### src/verilog/streamer_pkg.sv
// Streamer shared types
`default_nettype none

package streamer_pkg;

  localparam int unsigned DATA_W = 32;
  localparam int unsigned ADDR_W = 32;
  localparam int unsigned LEN_W  = 16;

  typedef logic [DATA_W-1:0] data_t;
  typedef logic [ADDR_W-1:0] addr_t;       // Byte address
  typedef logic [ADDR_W-3:0] word_addr_t;  // Byte address without the offset bits
  typedef logic [LEN_W-1:0]  len_t;

  // Job descriptor, strides in bytes
  typedef struct packed {
    addr_t base_addr;
    addr_t d0_stride;
    len_t  d0_len;     // Words per row
    addr_t d1_stride;  // Row start to row start
    len_t  tot_len;
  } ag_ctrl_t;

  typedef struct packed {
    logic done;
  } ag_flags_t;

  typedef struct packed {
    logic     req_start;
    ag_ctrl_t ag_ctrl;
  } src_ctrl_t;

  typedef struct packed {
    logic      ready_start;
    logic      done;
    ag_flags_t ag_flags;
  } src_flags_t;

  typedef struct packed {
    logic empty;
    logic full;
  } fifo_flags_t;

  // TCDM master side, wen high means read
  typedef struct packed {
    logic       req;
    addr_t      add;
    logic       wen;
    logic [3:0] be;
    data_t      data;
    logic       lrdy;
  } tcdm_req_t;

  typedef struct packed {
    logic  gnt;
    logic  r_valid;
    data_t r_data;
  } tcdm_rsp_t;

  typedef struct packed {
    logic  valid;
    data_t data;
  } stream_t;

  typedef enum logic [1:0] {
    SRC_IDLE,
    SRC_WORKING,
    SRC_DONE
  } src_state_t;

endpackage

`default_nettype wire

### src/verilog/stream_addr_gen.sv
// Two-dimensional address generator
`timescale 1ns/1ps
`default_nettype none

module stream_addr_gen (
  input  logic                     clk_i,
  input  logic                     rst_ni,
  input  logic                     clear_i,
  input  logic                     enable_i,
  input  logic                     presample_i,
  input  streamer_pkg::ag_ctrl_t   ctrl_i,
  output streamer_pkg::word_addr_t addr_o,
  output logic                     addr_valid_o,
  input  logic                     addr_ready_i,
  output streamer_pkg::ag_flags_t  flags_o
);

  streamer_pkg::ag_ctrl_t ctrl_q;     // Descriptor of the running job
  streamer_pkg::addr_t    addr_q;     // Current byte address
  streamer_pkg::addr_t    row_q;      // Start of the current row
  streamer_pkg::len_t     d0_cnt_q;   // Position inside the row
  streamer_pkg::len_t     tot_cnt_q;  // Words pushed so far
  streamer_pkg::addr_t    next_row;
  logic                   active_q;
  logic                   done_q;
  logic                   push;
  logic                   last_in_row;
  logic                   last_word;

  assign push        = addr_valid_o & addr_ready_i;
  assign last_in_row = (d0_cnt_q == ctrl_q.d0_len - 1'b1);
  assign last_word   = (tot_cnt_q == ctrl_q.tot_len - 1'b1);
  assign next_row    = row_q + ctrl_q.d1_stride;

  assign addr_valid_o = enable_i & active_q;
  assign addr_o       = addr_q[streamer_pkg::ADDR_W-1:2];
  assign flags_o      = '{done: done_q};

  always_ff @(posedge clk_i) begin
    if (presample_i) begin
      ctrl_q <= ctrl_i;
    end
  end

  always_ff @(posedge clk_i or negedge rst_ni) begin
    if (!rst_ni) begin
      addr_q    <= '0;
      row_q     <= '0;
      d0_cnt_q  <= '0;
      tot_cnt_q <= '0;
      active_q  <= 1'b0;
      done_q    <= 1'b0;
    end else if (clear_i) begin
      addr_q    <= '0;
      row_q     <= '0;
      d0_cnt_q  <= '0;
      tot_cnt_q <= '0;
      active_q  <= 1'b0;
      done_q    <= 1'b0;
    end else begin
      done_q <= push & last_word;  // One cycle after the last push
      if (presample_i) begin
        addr_q    <= ctrl_i.base_addr;
        row_q     <= ctrl_i.base_addr;
        d0_cnt_q  <= '0;
        tot_cnt_q <= '0;
        active_q  <= 1'b1;
      end else if (push) begin
        tot_cnt_q <= tot_cnt_q + 1'b1;
        if (last_word) begin
          active_q <= 1'b0;
        end
        // Wrap to the next row start
        if (last_in_row) begin
          d0_cnt_q <= '0;
          row_q    <= next_row;
          addr_q   <= next_row;
        end else begin
          d0_cnt_q <= d0_cnt_q + 1'b1;
          addr_q   <= addr_q + ctrl_q.d0_stride;
        end
      end
    end
  end

  // Word addresses only, offset bits are dropped on the way out
  assert property (@(posedge clk_i) disable iff (!rst_ni)
    presample_i |-> (ctrl_i.base_addr[1:0] == 2'b00))
    else $error("Unaligned base address on presample");

endmodule

`default_nettype wire

### src/verilog/addr_fifo.sv
// Word address FIFO
`timescale 1ns/1ps
`default_nettype none

module addr_fifo (
  input  logic                      clk_i,
  input  logic                      rst_ni,
  input  logic                      clear_i,
  input  streamer_pkg::word_addr_t  push_data_i,
  input  logic                      push_valid_i,
  output logic                      push_ready_o,
  output streamer_pkg::word_addr_t  pop_data_o,
  output logic                      pop_valid_o,
  input  logic                      pop_ready_i,
  output streamer_pkg::fifo_flags_t flags_o
);

  streamer_pkg::word_addr_t mem_q [2];
  logic                     wr_ptr_q;
  logic                     rd_ptr_q;
  logic [1:0]               cnt_q;     // Occupancy, 0 to 2
  logic                     empty;
  logic                     full;
  logic                     push;
  logic                     pop;

  assign empty = (cnt_q == 2'd0);
  assign full  = (cnt_q == 2'd2);
  assign push  = push_valid_i & push_ready_o;
  assign pop   = pop_valid_o & pop_ready_i;

  assign push_ready_o = ~full;
  assign pop_valid_o  = ~empty;
  assign pop_data_o   = mem_q[rd_ptr_q];
  assign flags_o      = '{empty: empty, full: full};

  always_ff @(posedge clk_i) begin
    if (push) begin
      mem_q[wr_ptr_q] <= push_data_i;
    end
  end

  always_ff @(posedge clk_i or negedge rst_ni) begin
    if (!rst_ni) begin
      wr_ptr_q <= 1'b0;
      rd_ptr_q <= 1'b0;
      cnt_q    <= 2'd0;
    end else if (clear_i) begin
      wr_ptr_q <= 1'b0;
      rd_ptr_q <= 1'b0;
      cnt_q    <= 2'd0;
    end else begin
      wr_ptr_q <= wr_ptr_q ^ push;
      rd_ptr_q <= rd_ptr_q ^ pop;
      cnt_q    <= cnt_q + {1'b0, push} - {1'b0, pop};
    end
  end

  // A push held off by a full FIFO stays pending rather than vanishing
  assert property (@(posedge clk_i) disable iff (!rst_ni || clear_i)
    (push_valid_i && full && !pop_ready_i) |=> push_valid_i)
    else $error("Push dropped while FIFO full");

  // Consumer only pops what is there
  assert property (@(posedge clk_i) disable iff (!rst_ni)
    pop_ready_i |-> !empty)
    else $error("Pop from empty FIFO");

endmodule

`default_nettype wire

### src/verilog/stream_source.sv
// TCDM to stream source
`timescale 1ns/1ps
`default_nettype none

module stream_source (
  input  logic                     clk_i,
  input  logic                     rst_ni,
  input  logic                     clear_i,
  input  streamer_pkg::src_ctrl_t  ctrl_i,
  output streamer_pkg::src_flags_t flags_o,
  output streamer_pkg::tcdm_req_t  tcdm_req_o,
  input  streamer_pkg::tcdm_rsp_t  tcdm_rsp_i,
  output streamer_pkg::stream_t    stream_o,
  input  logic                     stream_ready_i
);

  streamer_pkg::src_state_t  cs, ns;
  streamer_pkg::ag_flags_t   ag_flags;
  streamer_pkg::fifo_flags_t fifo_flags;
  streamer_pkg::word_addr_t  ag_addr;
  streamer_pkg::word_addr_t  fifo_addr;
  streamer_pkg::data_t       skid_data_q;
  streamer_pkg::data_t       out_data;
  streamer_pkg::len_t        cnt_q;
  logic                      ag_valid;
  logic                      ag_ready;
  logic                      fifo_valid;
  logic                      fifo_ready;
  logic                      ag_en;
  logic                      ag_clr;
  logic                      presample;
  logic                      ready_start;
  logic                      job_done;
  logic                      req;
  logic                      skid_valid_q;
  logic                      out_valid;

  assign presample = ctrl_i.req_start & (cs == streamer_pkg::SRC_IDLE);
  assign ag_en     = (cs != streamer_pkg::SRC_IDLE);
  assign ag_clr    = clear_i | job_done;

  stream_addr_gen i_addr_gen (
    .clk_i        ( clk_i          ),
    .rst_ni       ( rst_ni         ),
    .clear_i      ( ag_clr         ),
    .enable_i     ( ag_en          ),
    .presample_i  ( presample      ),
    .ctrl_i       ( ctrl_i.ag_ctrl ),
    .addr_o       ( ag_addr        ),
    .addr_valid_o ( ag_valid       ),
    .addr_ready_i ( ag_ready       ),
    .flags_o      ( ag_flags       )
  );

  addr_fifo i_addr_fifo (
    .clk_i        ( clk_i      ),
    .rst_ni       ( rst_ni     ),
    .clear_i      ( clear_i    ),
    .push_data_i  ( ag_addr    ),
    .push_valid_i ( ag_valid   ),
    .push_ready_o ( ag_ready   ),
    .pop_data_o   ( fifo_addr  ),
    .pop_valid_o  ( fifo_valid ),
    .pop_ready_i  ( fifo_ready ),
    .flags_o      ( fifo_flags )
  );

  // No new request while the stream is stalled or a clear is pending
  assign req        = ag_en & fifo_valid & stream_ready_i & ~clear_i;
  assign fifo_ready = req & tcdm_rsp_i.gnt;

  assign tcdm_req_o = '{req: req, add: {fifo_addr, 2'b00}, wen: 1'b1, be: 4'hF,
                        data: '0, lrdy: stream_ready_i};

  // Response bypasses the skid register when it is empty
  assign out_valid = tcdm_rsp_i.r_valid | skid_valid_q;
  assign out_data  = tcdm_rsp_i.r_valid ? tcdm_rsp_i.r_data : skid_data_q;
  assign stream_o  = '{valid: out_valid, data: out_data};

  always_ff @(posedge clk_i or negedge rst_ni) begin
    if (!rst_ni) begin
      skid_valid_q <= 1'b0;
    end else if (clear_i) begin
      skid_valid_q <= 1'b0;
    end else if (tcdm_rsp_i.r_valid) begin
      skid_valid_q <= ~stream_ready_i;  // Hold the word until ready
    end else if (stream_ready_i) begin
      skid_valid_q <= 1'b0;
    end
  end

  always_ff @(posedge clk_i) begin
    if (tcdm_rsp_i.r_valid) begin
      skid_data_q <= tcdm_rsp_i.r_data;
    end
  end

  // Delivered words
  always_ff @(posedge clk_i or negedge rst_ni) begin
    if (!rst_ni) begin
      cnt_q <= '0;
    end else if (clear_i || job_done) begin
      cnt_q <= '0;
    end else if (out_valid && stream_ready_i) begin
      cnt_q <= cnt_q + 1'b1;
    end
  end

  always_ff @(posedge clk_i or negedge rst_ni) begin
    if (!rst_ni) begin
      cs <= streamer_pkg::SRC_IDLE;
    end else if (clear_i) begin
      cs <= streamer_pkg::SRC_IDLE;
    end else begin
      cs <= ns;
    end
  end

  always_comb begin
    ns          = cs;
    ready_start = 1'b0;
    job_done    = 1'b0;
    case (cs)
      streamer_pkg::SRC_IDLE: begin
        ready_start = 1'b1;
        if (ctrl_i.req_start) begin
          ns = streamer_pkg::SRC_WORKING;
        end
      end
      streamer_pkg::SRC_WORKING: begin
        if (ag_flags.done) begin
          ns = streamer_pkg::SRC_DONE;  // All addresses pushed
        end
      end
      streamer_pkg::SRC_DONE: begin
        // Wait for the last word to leave on the stream
        if (fifo_flags.empty && (cnt_q == ctrl_i.ag_ctrl.tot_len)) begin
          ns       = streamer_pkg::SRC_IDLE;
          job_done = 1'b1;
        end
      end
      default: ns = streamer_pkg::SRC_IDLE;
    endcase
  end

  assign flags_o = '{ready_start: ready_start, done: job_done, ag_flags: ag_flags};

  // Memory answers only what was granted one cycle before
  assert property (@(posedge clk_i) disable iff (!rst_ni)
    tcdm_rsp_i.r_valid |-> $past(tcdm_req_o.req && tcdm_rsp_i.gnt))
    else $error("Read response without grant");

  // Stalled stream word is held
  assert property (@(posedge clk_i) disable iff (!rst_ni)
    (out_valid && !stream_ready_i && !clear_i) |=> (out_valid && $stable(out_data)))
    else $error("Stream word changed under back-pressure");

endmodule

`default_nettype wire

### src/verilog/stream_source_top.sv
// Stream source subsystem
`timescale 1ns/1ps
`default_nettype none

module stream_source_top (
  input  logic                     clk_i,
  input  logic                     rst_ni,
  input  logic                     clear_i,

  // Register file side
  input  streamer_pkg::src_ctrl_t  ctrl_i,
  output streamer_pkg::src_flags_t flags_o,

  // Interconnect side
  output streamer_pkg::tcdm_req_t  tcdm_req_o,
  input  streamer_pkg::tcdm_rsp_t  tcdm_rsp_i,

  // Output stream
  output streamer_pkg::stream_t    stream_o,
  input  logic                     stream_ready_i
);

  stream_source i_source (
    .clk_i          ( clk_i          ),
    .rst_ni         ( rst_ni         ),
    .clear_i        ( clear_i        ),
    .ctrl_i         ( ctrl_i         ),
    .flags_o        ( flags_o        ),
    .tcdm_req_o     ( tcdm_req_o     ),
    .tcdm_rsp_i     ( tcdm_rsp_i     ),
    .stream_o       ( stream_o       ),
    .stream_ready_i ( stream_ready_i )
  );

endmodule

`default_nettype wire

### config.mk
export PLATFORM = sky130hd
export DESIGN_NAME = stream_source_top
export DESIGN_NICKNAME = d
export VERILOG_FILES = /design/src/verilog/streamer_pkg.sv /design/src/verilog/stream_addr_gen.sv /design/src/verilog/addr_fifo.sv /design/src/verilog/stream_source.sv /design/src/verilog/stream_source_top.sv
export SDC_FILE = /design/constraint.sdc
export NUM_CORES = 1
export LEC_CHECK = 0
export BUFFER_PORTS_ARGS = -buffer_cell sky130_fd_sc_hd__buf_4
export CORE_MARGIN = 3
export CORE_UTILIZATION = 57
export CTS_CLUSTER_DIAMETER = 30
export DETAILED_ROUTE_END_ITERATION = 8
export GPL_ROUTABILITY_DRIVEN = 0
export HOLD_SLACK_MARGIN = 0.12
export PLACE_DENSITY = 0.8
export SYNTH_ARGS = -nofsm -noshare
export SYNTH_HDL_FRONTEND = slang
export SYNTH_SLANG_ARGS = --single-unit
### constraint.sdc
create_clock -name clk_i -period 5.44 [get_ports clk_i]
set_clock_uncertainty 0.2 [all_clocks]
set_input_delay 0.816 -clock clk_i [delete_from_list [all_inputs] [get_ports clk_i]]
set_output_delay 0.816 -clock clk_i [all_outputs]
set_load 0.05 [all_outputs]
==> results of run 1 <==
## area by class of cell
class / instances / area (um2)
clock buffer: 80 / 1810
tap: 384 / 480
sequential: 309 / 8350
antenna: 1 / 2.50
multi-input combinational: 1172 / 8010
fill: 1986 / 7940
timing repair buffer: 246 / 1850
clock inverter: 42 / 463
inverter: 27 / 104
## cells by family (layout without fill, tap and decap cells)
kind of cell / after synthesis / in the layout / synth area share, %
AND/OR/NAND/NOR: 458 / 458 / 13.3
AO/OA/AOI/OAI: 354 / 354 / 13.6
flip-flops: 309 / 309 / 49.3
XOR/XNOR: 153 / 153 / 7.91
buffers and inverters: 138 / 395 / 4.31
multiplexers: 95 / 95 / 6.09
adder cells (fa/ha/maj): 73 / 73 / 5.48
other: 2 / 40 / 0.0443
## synth_stat cells (6+ instances only)
library cell / instances
dfxtp_1: 32
or3_1: 8
clkbuf_1: 51
o21bai_1: 7
a21oi_1: 83
and2_1: 12
o31ai_1: 8
xnor2_1: 81
nand2b_1: 8
dfrtp_1: 121
mux2i_1: 31
a211oi_1: 28
a211o_1: 9
and3_1: 17
nand2_1: 127
inv_1: 27
xor2_1: 72
a311oi_1: 6
a21o_1: 27
a31oi_1: 38
buf_4: 45
nand4_1: 22
mux2_2: 64
o211ai_1: 9
o21ai_0: 73
nand3_1: 44
o21a_1: 7
nor3_1: 25
o2111ai_1: 6
nor2b_1: 18
edfxtp_1: 156
ha_1: 71
nor2_1: 126
nor4_1: 11
## worst max-delay path: cells and delay by family (launching register included)
family | cells | cell delay (ns)
flops | 1 | 0.42
simple gates | 5 | 2.28
buf+inv | 1 | 0.08
fa+ha+maj | 1 | 0.27
compound gates | 4 | 0.68
## metrics by stage
stage               instance area, um2  hold WS [ns]  utilization (%)  worst slack [ns]
finish                           21100         0.234             72.6              1.38
CTS                              21100         0.214             72.6              1.42
detailed placement               18800         0.262             64.8              1.47
floorplan                        17100         0.254                -             0.563
global placement                 18800         0.258             64.8              1.59
global route                     21100         0.214             72.6              1.14
## registers in the layout, indices dropped and copies added (netlist names)
signal	count
i_source.i_addr_fifo.wr_ptr_q	1
i_source.i_addr_fifo.rd_ptr_q	1
i_source.cnt_q	16
i_source.skid_valid_q	1
i_source.i_addr_gen.flags_o	1
i_source.skid_data_q	32
i_source.i_addr_gen.ctrl_q	96
i_source.i_addr_gen.tot_cnt_q	16
i_source.i_addr_gen.row_q	32
i_source.cs	2
i_source.i_addr_fifo.mem_q	60
i_source.i_addr_gen.active_q	1
i_source.i_addr_fifo.cnt_q	2
i_source.i_addr_gen.d0_cnt_q	16
i_source.i_addr_gen.addr_q	32
## power by group through the flow
| stage | Clock [mW] | Combinational (mW) | Sequential, mW |
|---|---|---|---|
| 4_1_cts | 4.09 | 1.16 | 2.69 |
| 3_3_place_gp | 0 | 1.12 | 2.72 |
| 6_report | 4.04 | 1.17 | 2.69 |
| 5_1_grt | 4.21 | 1.27 | 2.70 |
| 2_1_floorplan | 0 | 0.826 | 2.69 |
| 3_5_place_dp | 0 | 1.14 | 2.73 |
## routing by layer
layer,up-vias,wire [um],GRT usage [%]
met2,682,20800,44.1
li1,6226,-,-
met1,6438,17900,36.4
met3,129,4140,6.68
met4,0,1720,12.4
met5,-,0,0
## worst min path at each step
stage | from | to | slack [ns] | cells after the start
after floorplan | i_source.i_addr_gen.row_q[20] | i_source.i_addr_gen.row_q[20] | 0.25 | 1
after global placement | i_source.skid_data_q[4] | i_source.skid_data_q[4] | 0.26 | 1
after detailed placement | i_source.skid_data_q[31] | i_source.skid_data_q[31] | 0.26 | 1
after CTS | ctrl_i[58] | i_source.i_addr_gen.ctrl_q[58] | 0.21 | 1
after global routing | ctrl_i[39] | i_source.i_addr_gen.ctrl_q[39] | 0.21 | 1
final | ctrl_i[53] | i_source.i_addr_gen.ctrl_q[53] | 0.23 | 1
==> out/qor.tcl, run 1 <==
set qor(hold_viol_final) 0
set qor(drt_first_pass_iters) 5
set qor(drc) 0
set qor(critical-path-top-cell-by-count) {or4b_1}
set qor(detail_route.vias_per_cell) 5.96
set qor(switchingPower_mw) 2.16
set qor(cp_cell_sequence) {inv_1, ha_1, or4b_1, or4b_1, a21bo_1, o21ai_2, o211ai_1, or3_4, or2_4, a21oi_1, nor3_1}
set qor(area_of_the_placeable_core_um2) 29000
set qor(synth.top_cells.by_area) {edfxtp_1, dfrtp_1, ha_1}
set qor(clk_latency_ns) 0.56
set qor(worst-r2r-cell-count) 11
set qor(postSynthAreaPerCell_um2) 10.7
set qor(ctsResizeCount) 0
set qor(layout.cells.non_filler) 2261
set qor(comb_power_share_pct) 14.8
set qor(synth_top_area_share_pct) 27.7
set qor(report.power.total_mw) 7.91
set qor(fmax_mhz) 246
set qor(initial_antenna_violation_count) 1
set qor(wl_um) 44600
set qor(area.growth.synth_to_final_pct) 24.4
set qor(mostFrequentLayoutCell) {buf_4}
set qor(worst_path_max_delay_cell) {or4b_1}
set qor(crit-reg2reg-capture) {i_source.i_addr_gen.addr_q[28]}
set qor(clk_transition_reported_paths_ns) 0.05
set qor(cts.repair_timing.setup_buffer_count) 0
set qor(place.detailed.hpwl_um) 31700
set qor(cp_data_arrival_time_ns) 4.30
set qor(num_vias) 13500
set qor(power.share.clock_pct) 51.1
set qor(fin_nets) 2063
set qor(gr-total-overflow) 0
set qor(layout_min_cycle_time_ns) 4.06
set qor(timing.critical_path.fanout_max) 38
set qor(drive_above_1_share_pct) 23.8
set qor(syn_inst) 1582
set qor(post-route-period-util_pct) 74.7
set qor(dieWidth_um) 178
set qor(kind_of_launch_point_of_the_worst_setup_path) {flop}
set qor(slew_headroom_pct) 33.4
set qor(cts_tree) {built}
set qor(cts_buffer_depth) 3
set qor(ant_nets) 0
set qor(initial_utilization_pct) 58.4
set qor(cts.sink_count) 309
set qor(irDropWorstVdd_mv) 0.270
set qor(setup.worst_path.class) {flop to flop}
set qor(ys.warnings.count) 0
set qor(worstSetupEndpointType) {flop}
set qor(share_seq_of_total_power_pct) 34.1
set qor(yosys.area.top_type) {edfxtp_1}
set qor(worst-slew-pin-transition_ns) 0.998
set qor(setup-violations-final) 0
set qor(cts.htree.levels) 3
set qor(cts_hold_repair.buffers) 0
set qor(critPathRequiredTime_ns) 5.68
set qor(combined_area_of_all_synthesized_cells_um2) 16900
set qor(number_of_global_route_vias_before_repair) 13400
set qor(run_status) {completed}
set qor(drtIter0Drc) 1083
set qor(synth_top_flop_cell) {edfxtp_1}
set qor(r2r_setup_slack_ns) 1.38
set qor(synth_enable_flop_cells) 156
set qor(p_int_mw) 5.75
set qor(grt_pass1_wl_um) 69500
set qor(finalMaxSlewViolations) 0
set qor(dp_cells) 2138
set qor(design.portCount) 274
set qor(setup_total_negative_slack_ns) 0
set qor(port_buffers) 234
set qor(async_reset_ff_share_pct) 39.2
set qor(critPathLaunch) {i_source.i_addr_gen.ctrl_q[48]}
set qor(switching_share_pct) 27.3
set qor(synth_seq_cells) 309
set qor(clock_tree.root_cell) {clkbuf_16}
set qor(die-area_um2) 31800
set qor(die_h_um) 178
set qor(yosysSeqAreaShare_pct) 49.3
set qor(rsz0062_at_grt) {false}
set qor(class_of_the_tightest_hold_or_removal_check) {input port to flop}
set qor(grt_util_all_layers_pct) 27.8
set qor(numCtsBuffers) 67
set qor(reg2reg_from) {i_source.i_addr_gen.ctrl_q[48]}
set qor(power_density_nw_per_um2) 375
set qor(synth_cell_type_count) 81
set qor(grt_max_degree) 74
set qor(mostFrequentLayoutCells) {buf_4, edfxtp_1, nor2_1, nand2_1, dfrtp_1}
set qor(worst_path_largest_cell_delay_ns) 0.62
set qor(wl_per_cell_um) 19.7
set qor(maxCapViolations) 0
set qor(cellLeakagePower_nw) 9.01
set qor(setup.worst_path.end) {i_source.i_addr_gen.addr_q[28]}
set qor(core.rowCount) 62
Power figures use the tool's default switching activity.
==> inputs of run 2 (changes only) <==
- CORE_UTILIZATION: 57 -> 52
- PLACE_DENSITY: 0.8 -> 0.77
- clock period: 5.44 -> 3.55 ns (I/O delays scaled with it)
==> run 2 against run 1 <==
The flow now finishes with violations (setup timing). Core utilization grew 1.1 points. Cell area grew 11%. Global-route usage grew 0.26 points. Cell count grew 11%. Via count grew 10%. Fmax grew 12%. Critical path depth grew 3. Power grew 57%. Combinational power grew 79%. Clock-buffer cell count is the same. Sequential share of layout area shrank 4.0 points. Clock power grew 53%. Largest power group unchanged.
==> out/qor.tcl, run 2 (synthesized netlist as in run 1, its figures left out) <==
set qor(run_status) {finished with violations}
set qor(violations_in_the_final_reports) {setup timing}
set qor(hold_viol_final) 0
set qor(slew_headroom_pct) 45.0
set qor(number_of_flip_flops_in_the_largest_register) 96
set qor(maxCapViolations) 0
set qor(mostFrequentLayoutCell) {buf_4}
set qor(number_of_global_route_vias_before_repair) 14800
set qor(grt_max_degree) 93
set qor(drt_first_pass_iters) 7
set qor(cts.htree.levels) 3
set qor(multi_input_area_um2) 8360
set qor(largest-register) {i_source.i_addr_gen.ctrl_q}
set qor(num_vias) 14900
set qor(drive_above_1_share_pct) 26.6
set qor(critPathRequiredTime_ns) 3.83
set qor(fin_nets) 2262
set qor(core.rowCount) 65
set qor(wl_per_cell_um) 20.5
set qor(gr-total-overflow) 0
set qor(dieWidth_um) 186
set qor(rsz0062_at_grt) {true}
set qor(kind_of_launch_point_of_the_worst_setup_path) {flop}
set qor(power_density_nw_per_um2) 529
set qor(initial_antenna_violation_count) 1
set qor(numCtsBuffers) 66
set qor(cp_data_arrival_time_ns) 3.90
set qor(largestRegisters) {i_source.i_addr_gen.ctrl_q: 96 flops, i_source.i_addr_fifo.mem_q: 60 flops}
set qor(design.portCount) 274
set qor(mostFrequentLayoutCells) {buf_4, edfxtp_1, dlygate4sd3_1}
set qor(cts_buffer_depth) 3
set qor(setup.worst_path.class) {flop to flop}
set qor(finalMaxSlewViolations) 0
set qor(clk_transition_reported_paths_ns) 0.05
set qor(fmax_mhz) 276
set qor(clk_latency_ns) 0.58
set qor(cts_tree) {built}
set qor(final.setup.worst_slack_ns) -0.0676
set qor(grt_util_all_layers_pct) 28.1
set qor(clock_tree.root_cell) {clkbuf_16}
set qor(port_buffers) 234
set qor(wl_um) 51500
set qor(post-route-period-util_pct) 102
set qor(grt_pass1_wl_um) 78300
set qor(worstSetupEndpointType) {flop}
set qor(worst-r2r-cell-count) 14
set qor(die_h_um) 186
set qor(drtIter0Drc) 1664
set qor(layout.cell_area.non_filler_um2) 23400
set qor(ff_latch_area_um2) 8350
set qor(area.growth.synth_to_final_pct) 38.4
set qor(place.detailed.hpwl_um) 32600
set qor(setup-violations-final) 11
set qor(detail_route.vias_per_cell) 5.93
set qor(worst-slew-pin-transition_ns) 0.814
set qor(area_of_the_placeable_core_um2) 31800
set qor(cts.sink_count) 309
set qor(initial_utilization_pct) 53.3
set qor(layout_min_cycle_time_ns) 3.62
set qor(ant_nets) 0
set qor(irDropWorstVdd_mv) 0.508
set qor(post_dp_cell_area_um2) 19200
set qor(post-route-util_pct) 73.7
set qor(die-area_um2) 34800
set qor(cellLeakagePower_nw) 9.97
set qor(hold_path_depth) 3
set qor(class_of_the_tightest_hold_or_removal_check) {input port to flop}
set qor(report.power.total_mw) 12.4
set qor(drc) 0
set qor(fill_cell_instance_count_of_the_final_layout) 2022
set qor(hold-worst-slack_ns) 0.137
set qor(timing.critical_path.fanout_max) 8
run 2: metal layers:
| layer | global-route usage, % | share of wire, % | up-vias |
|---|---|---|---|
| met1 | 37.4 | 40 | 7070 |
| met2 | 44.2 | 45 | 949 |
| met5 | 0 | 0 | - |
| met3 | 6.31 | 9.9 | 214 |
| met4 | 12.7 | 5.3 | 0 |
| li1 | - | - | 6651 |
run 2: power breakdown:
part | switching [mW] | internal [mW] | total [mW]
clock network | 2.10 | 4.08 | 6.18
logic | 1.26 | 0.825 | 2.09
registers | 0.154 | 3.99 | 4.14
total | 3.52 | 8.89 | 12.4
run 2: critical path, cell delays in order, from the launching register on:
cell and delay, ns:
edfxtp_1 0.42, buf_4 0.19, or4_4 0.55, or3_4 0.36, nand4bb_1 0.22, o211ai_1 0.18
o211ai_1 0.18, buf_4 0.20, buf_6 0.12, nor4_4 0.14, buf_4 0.18, buf_6 0.11
clkbuf_16 0.17, nand2_2 0.07, a31oi_1 0.25
run 2: timing repair:
action / CTS / global route
hold buffers: 148 / 0
pin swaps: 6 / 51
resized for setup: 5 / 78
setup endpoints to repair: 36 / 77
hold endpoints to repair: 187 / 0
setup buffers: 1 / 12
cloned: 2 / 3
run 2: worst paths after layout:
| check | to | slack, ns | startpoint |
|---|---|---|---|
| worst min register to register | i_source.skid_data_q[21] | 0.27 | i_source.skid_data_q[21] |
| max in group asynchronous | i_source.i_addr_gen.addr_q[7] | 2.16 | rst_ni |
| worst min-delay path | i_source.i_addr_gen.addr_q[29] | 0.14 | ctrl_i[125] |
| worst max register to register | i_source.i_addr_gen.row_q[10] | -0.07 | i_source.i_addr_gen.ctrl_q[53] |
| worst max-delay path | i_source.i_addr_gen.row_q[10] | -0.07 | i_source.i_addr_gen.ctrl_q[53] |
| min in group asynchronous | i_source.cnt_q[13] | 0.27 | rst_ni |
run 2: layout make-up:
class / instances / area share [%]
Sequential cell: 309 / 35.6
Tap cell: 435 / 2.32
Clock inverter: 42 / 1.88
Inverter: 27 / 0.443
Antenna cell: 1 / 0.0107
Timing Repair Buffer: 444 / 16.3
Multi-Input combinational cell: 1174 / 35.7
Clock buffer: 80 / 7.80
run 2: per-stage QoR:
stage                      TNS, ns  std cells  setup slack [ns]
final                       -0.461       2512           -0.0676
after CTS                 -0.00216       2496          -0.00216
after detailed placement    -0.823       2223           -0.0673
after global placement           0       2223            0.0632
after floorplan                  0       1619            0.0254
after global routing         -6.34       2512            -0.215
==> inputs of run 3 (changes only) <==
- ABC_AREA: default -> 1
- CORE_UTILIZATION: 52 -> 53
- PLACE_DENSITY: 0.77 -> 0.78
==> run 3 against run 2 <==
The run now ends clean. Core utilization decreased by 3.7 points. Clock power increased by 4.9%. Die area increased by 11%. Sequential power increased by 18%. Non-clock buffer count decreased by 60. Cell area increased by 6.8%. Flip-flop and latch count unchanged. Power increased by 39%. Cell count increased by 40%. Via count increased by 26%. Combinational power increased to 2.8 times the previous value. First-iteration DRC count increased by 21%. Largest power group unchanged. Highest routed layer unchanged.
==> out/qor.tcl, run 3 <==
set qor(port_buffers) 234
set qor(wl_um) 58500
set qor(synth_commonest_cells) {nand2_1, inv_1, nor2_1, nand3_1, edfxtp_1}
set qor(clk_transition_reported_paths_ns) 0.04
set qor(dieWidth_um) 197
set qor(ant_nets) 0
set qor(detail_route.vias_per_cell) 5.36
set qor(finalMaxSlewViolations) 0
set qor(grt_util_all_layers_pct) 29.8
set qor(worstSetupEndpointType) {flop}
set qor(dp_cells) 3244
set qor(async_reset_ff_share_pct) 39.2
set qor(synth_cell_type_count) 44
set qor(clk_latency_ns) 0.57
set qor(irDropWorstVdd_mv) 0.522
set qor(synth_top_area_share_pct) 24.3
set qor(mostFrequentLayoutCell) {nand2_1}
set qor(synth.top_cells.by_area) {edfxtp_1, nand2_1, dfrtp_1}
set qor(synth_top_flop_cell) {edfxtp_1}
set qor(setup_total_negative_slack_ns) 0
set qor(critPathRequiredTime_ns) 3.79
set qor(power_density_nw_per_um2) 688
set qor(core.rowCount) 69
set qor(numCtsBuffers) 72
set qor(synth_enable_flop_cells) 156
set qor(area.growth.synth_to_final_pct) 29.9
set qor(number_of_global_route_vias_before_repair) 18400
set qor(fin_nets) 3230
set qor(syn_inst) 2598
set qor(drt_first_pass_iters) 6
set qor(cts.sink_count) 309
set qor(hold-worst-slack_ns) 0.154
set qor(synthMostInstantiatedCell) {nand2_1}
set qor(setup-violations-final) 0
set qor(report.power.total_mw) 17.2
set qor(die-area_um2) 38700
set qor(synth_seq_cells) 309
set qor(fill_cell_instance_count_of_the_final_layout) 2629
set qor(mostFrequentLayoutCells) {nand2_1, inv_1, buf_4}
set qor(crit-reg2reg-capture) {i_source.i_addr_gen.row_q[5]}
set qor(worst-r2r-cell-count) 16
set qor(design.portCount) 274
set qor(number_of_flip_flops_in_the_largest_register) 96
set qor(area_of_the_placeable_core_um2) 35700
set qor(worst-slew-pin-transition_ns) 0.934
set qor(critPathLaunch) {i_source.i_addr_gen.ctrl_q[48]}
set qor(drive_above_1_share_pct) 13.7
set qor(drc) 0
set qor(yosysSeqAreaShare_pct) 43.4
set qor(timing.critical_path.fanout_max) 37
set qor(cts_tree) {built}
set qor(ff_latch_area_um2) 8350
set qor(combined_area_of_all_synthesized_cells_um2) 19300
set qor(multi_input_area_um2) 9190
set qor(clock_tree.root_cell) {clkbuf_16}
set qor(layout.cells.non_filler) 3512
set qor(ctsResizeCount) 0
set qor(rsz0062_at_grt) {false}
set qor(class_of_the_tightest_hold_or_removal_check) {input port to flop}
set qor(r2r_setup_slack_ns) 0.37
set qor(cts.htree.levels) 3
set qor(fmax_mhz) 315
set qor(place.detailed.hpwl_um) 40700
set qor(initial_antenna_violation_count) 4
set qor(setup.worst_path.class) {flop to flop}
set qor(slew_headroom_pct) 37.7
set qor(wl_per_cell_um) 16.7
set qor(die_h_um) 197
set qor(ys.warnings.count) 0
set qor(largest-register) {i_source.i_addr_gen.ctrl_q}
set qor(yosys.area.top_type) {edfxtp_1}
set qor(grt_pass1_wl_um) 93000
set qor(postSynthAreaPerCell_um2) 7.42
set qor(gr-total-overflow) 0
set qor(kind_of_launch_point_of_the_worst_setup_path) {flop}
set qor(layout_min_cycle_time_ns) 3.18
set qor(post-route-period-util_pct) 89.5
set qor(reg2reg_from) {i_source.i_addr_gen.ctrl_q[48]}
set qor(maxCapViolations) 0
set qor(grt_max_degree) 144
set qor(largestRegisters) {i_source.i_addr_gen.ctrl_q: 96 flops, i_source.i_addr_fifo.mem_q: 60 flops}
set qor(drtIter0Drc) 2013
set qor(run_status) {completed}
set qor(cts_buffer_depth) 3
set qor(cellLeakagePower_nw) 12.6
set qor(setup.worst_path.end) {i_source.i_addr_gen.row_q[5]}
set qor(cp_data_arrival_time_ns) 3.42
set qor(num_vias) 18800
set qor(hold_viol_final) 0
set qor(initial_utilization_pct) 53.9
## run 3: changes by cell type in the layout (fill, tap and decap cells not counted), sizes merged, moves of 31 or more
cell   delta
a31oi    -35
buf      -43
inv     +300
mux2     -64
mux2i    -31
nand2   +845
nand3   +133
nor2    +128
xnor2    -47
## run 3: area by class of cell
cell class	instances	share of cell area (%)
multi-input cells	1890	36.7
clock buffers	90	7.72
diodes	5	0.0500
flip-flops and latches	309	33.4
well taps	461	2.31
clock inverters	40	1.87
inverters	333	5.00
repair buffers	384	13.0
## run 3: logic make-up after synthesis
family / count (synthesis) / synth area share, %
AO/OA/AOI/OAI: 184 / 5.58
XOR/XNOR: 100 / 4.55
adder cells (fa/ha/maj): 73 / 4.82
buffers and inverters: 436 / 9.70
flip-flops: 309 / 43.4
other: 2 / 0.0390
AND/OR/NAND/NOR: 1494 / 32.0
## run 3: per-layer routing
| metal | up-vias | GRT usage (%) | routed length (um) |
|---|---|---|---|
| met2 | 1027 | 47.1 | 26100 |
| met5 | - | 0 | 0 |
| met1 | 8670 | 40.9 | 24400 |
| met3 | 153 | 6.34 | 5800 |
| li1 | 8967 | - | - |
| met4 | 0 | 10.8 | 2210 |
## run 3: worst min-delay path by stage
stage | startpoint | to | slack (ns) | cells past startpoint
2_1_floorplan | rst_ni | i_source.cnt_q[0] | 0.04 | 0
3_3_place_gp | i_source.skid_data_q[23] | i_source.skid_data_q[23] | 0.23 | 2
3_5_place_dp | i_source.skid_data_q[30] | i_source.skid_data_q[30] | 0.23 | 2
4_1_cts | ctrl_i[120] | i_source.i_addr_gen.addr_q[24] | 0.14 | 5
5_1_grt | ctrl_i[120] | i_source.i_addr_gen.addr_q[24] | 0.17 | 5
6_report | ctrl_i[120] | i_source.i_addr_gen.addr_q[24] | 0.15 | 5
## run 3: timing repair
action,CTS,global route
hold endpoints to repair,169,0
hold buffers,133,0
buffers inserted,0,0
## run 3: report_power, final
group	internal [mW]	switching (mW)
Clock	4.43	2.06
Combinational	1.91	3.93
Sequential	4.39	0.501
Total	10.7	6.49
## run 3: critical path, cell delays in order, from the launching register on
cell and delay, ns:
edfxtp_1 0.43, inv_1 0.18, ha_1 0.27, inv_1 0.07, nor2_1 0.18, nand2_1 0.11, nor2_1 0.14, nand3_1 0.10
nand2_1 0.15, nand3_2 0.11, nor2_4 0.12, nand2_4 0.08, nand2_4 0.14, nand2_4 0.27, buf_4 0.32, nand2_1 0.10
o21ai_2 0.05
## run 3: through the flow
stage	util, %	instance area (um2)	worst slack [ns]
4_1_cts	70.0	25000	0.398
3_3_place_gp	59.5	21300	0.651
3_5_place_dp	59.5	21300	0.513
6_report	70.0	25000	0.372
5_1_grt	70.0	25000	0.129
2_1_floorplan	-	19400	0.375
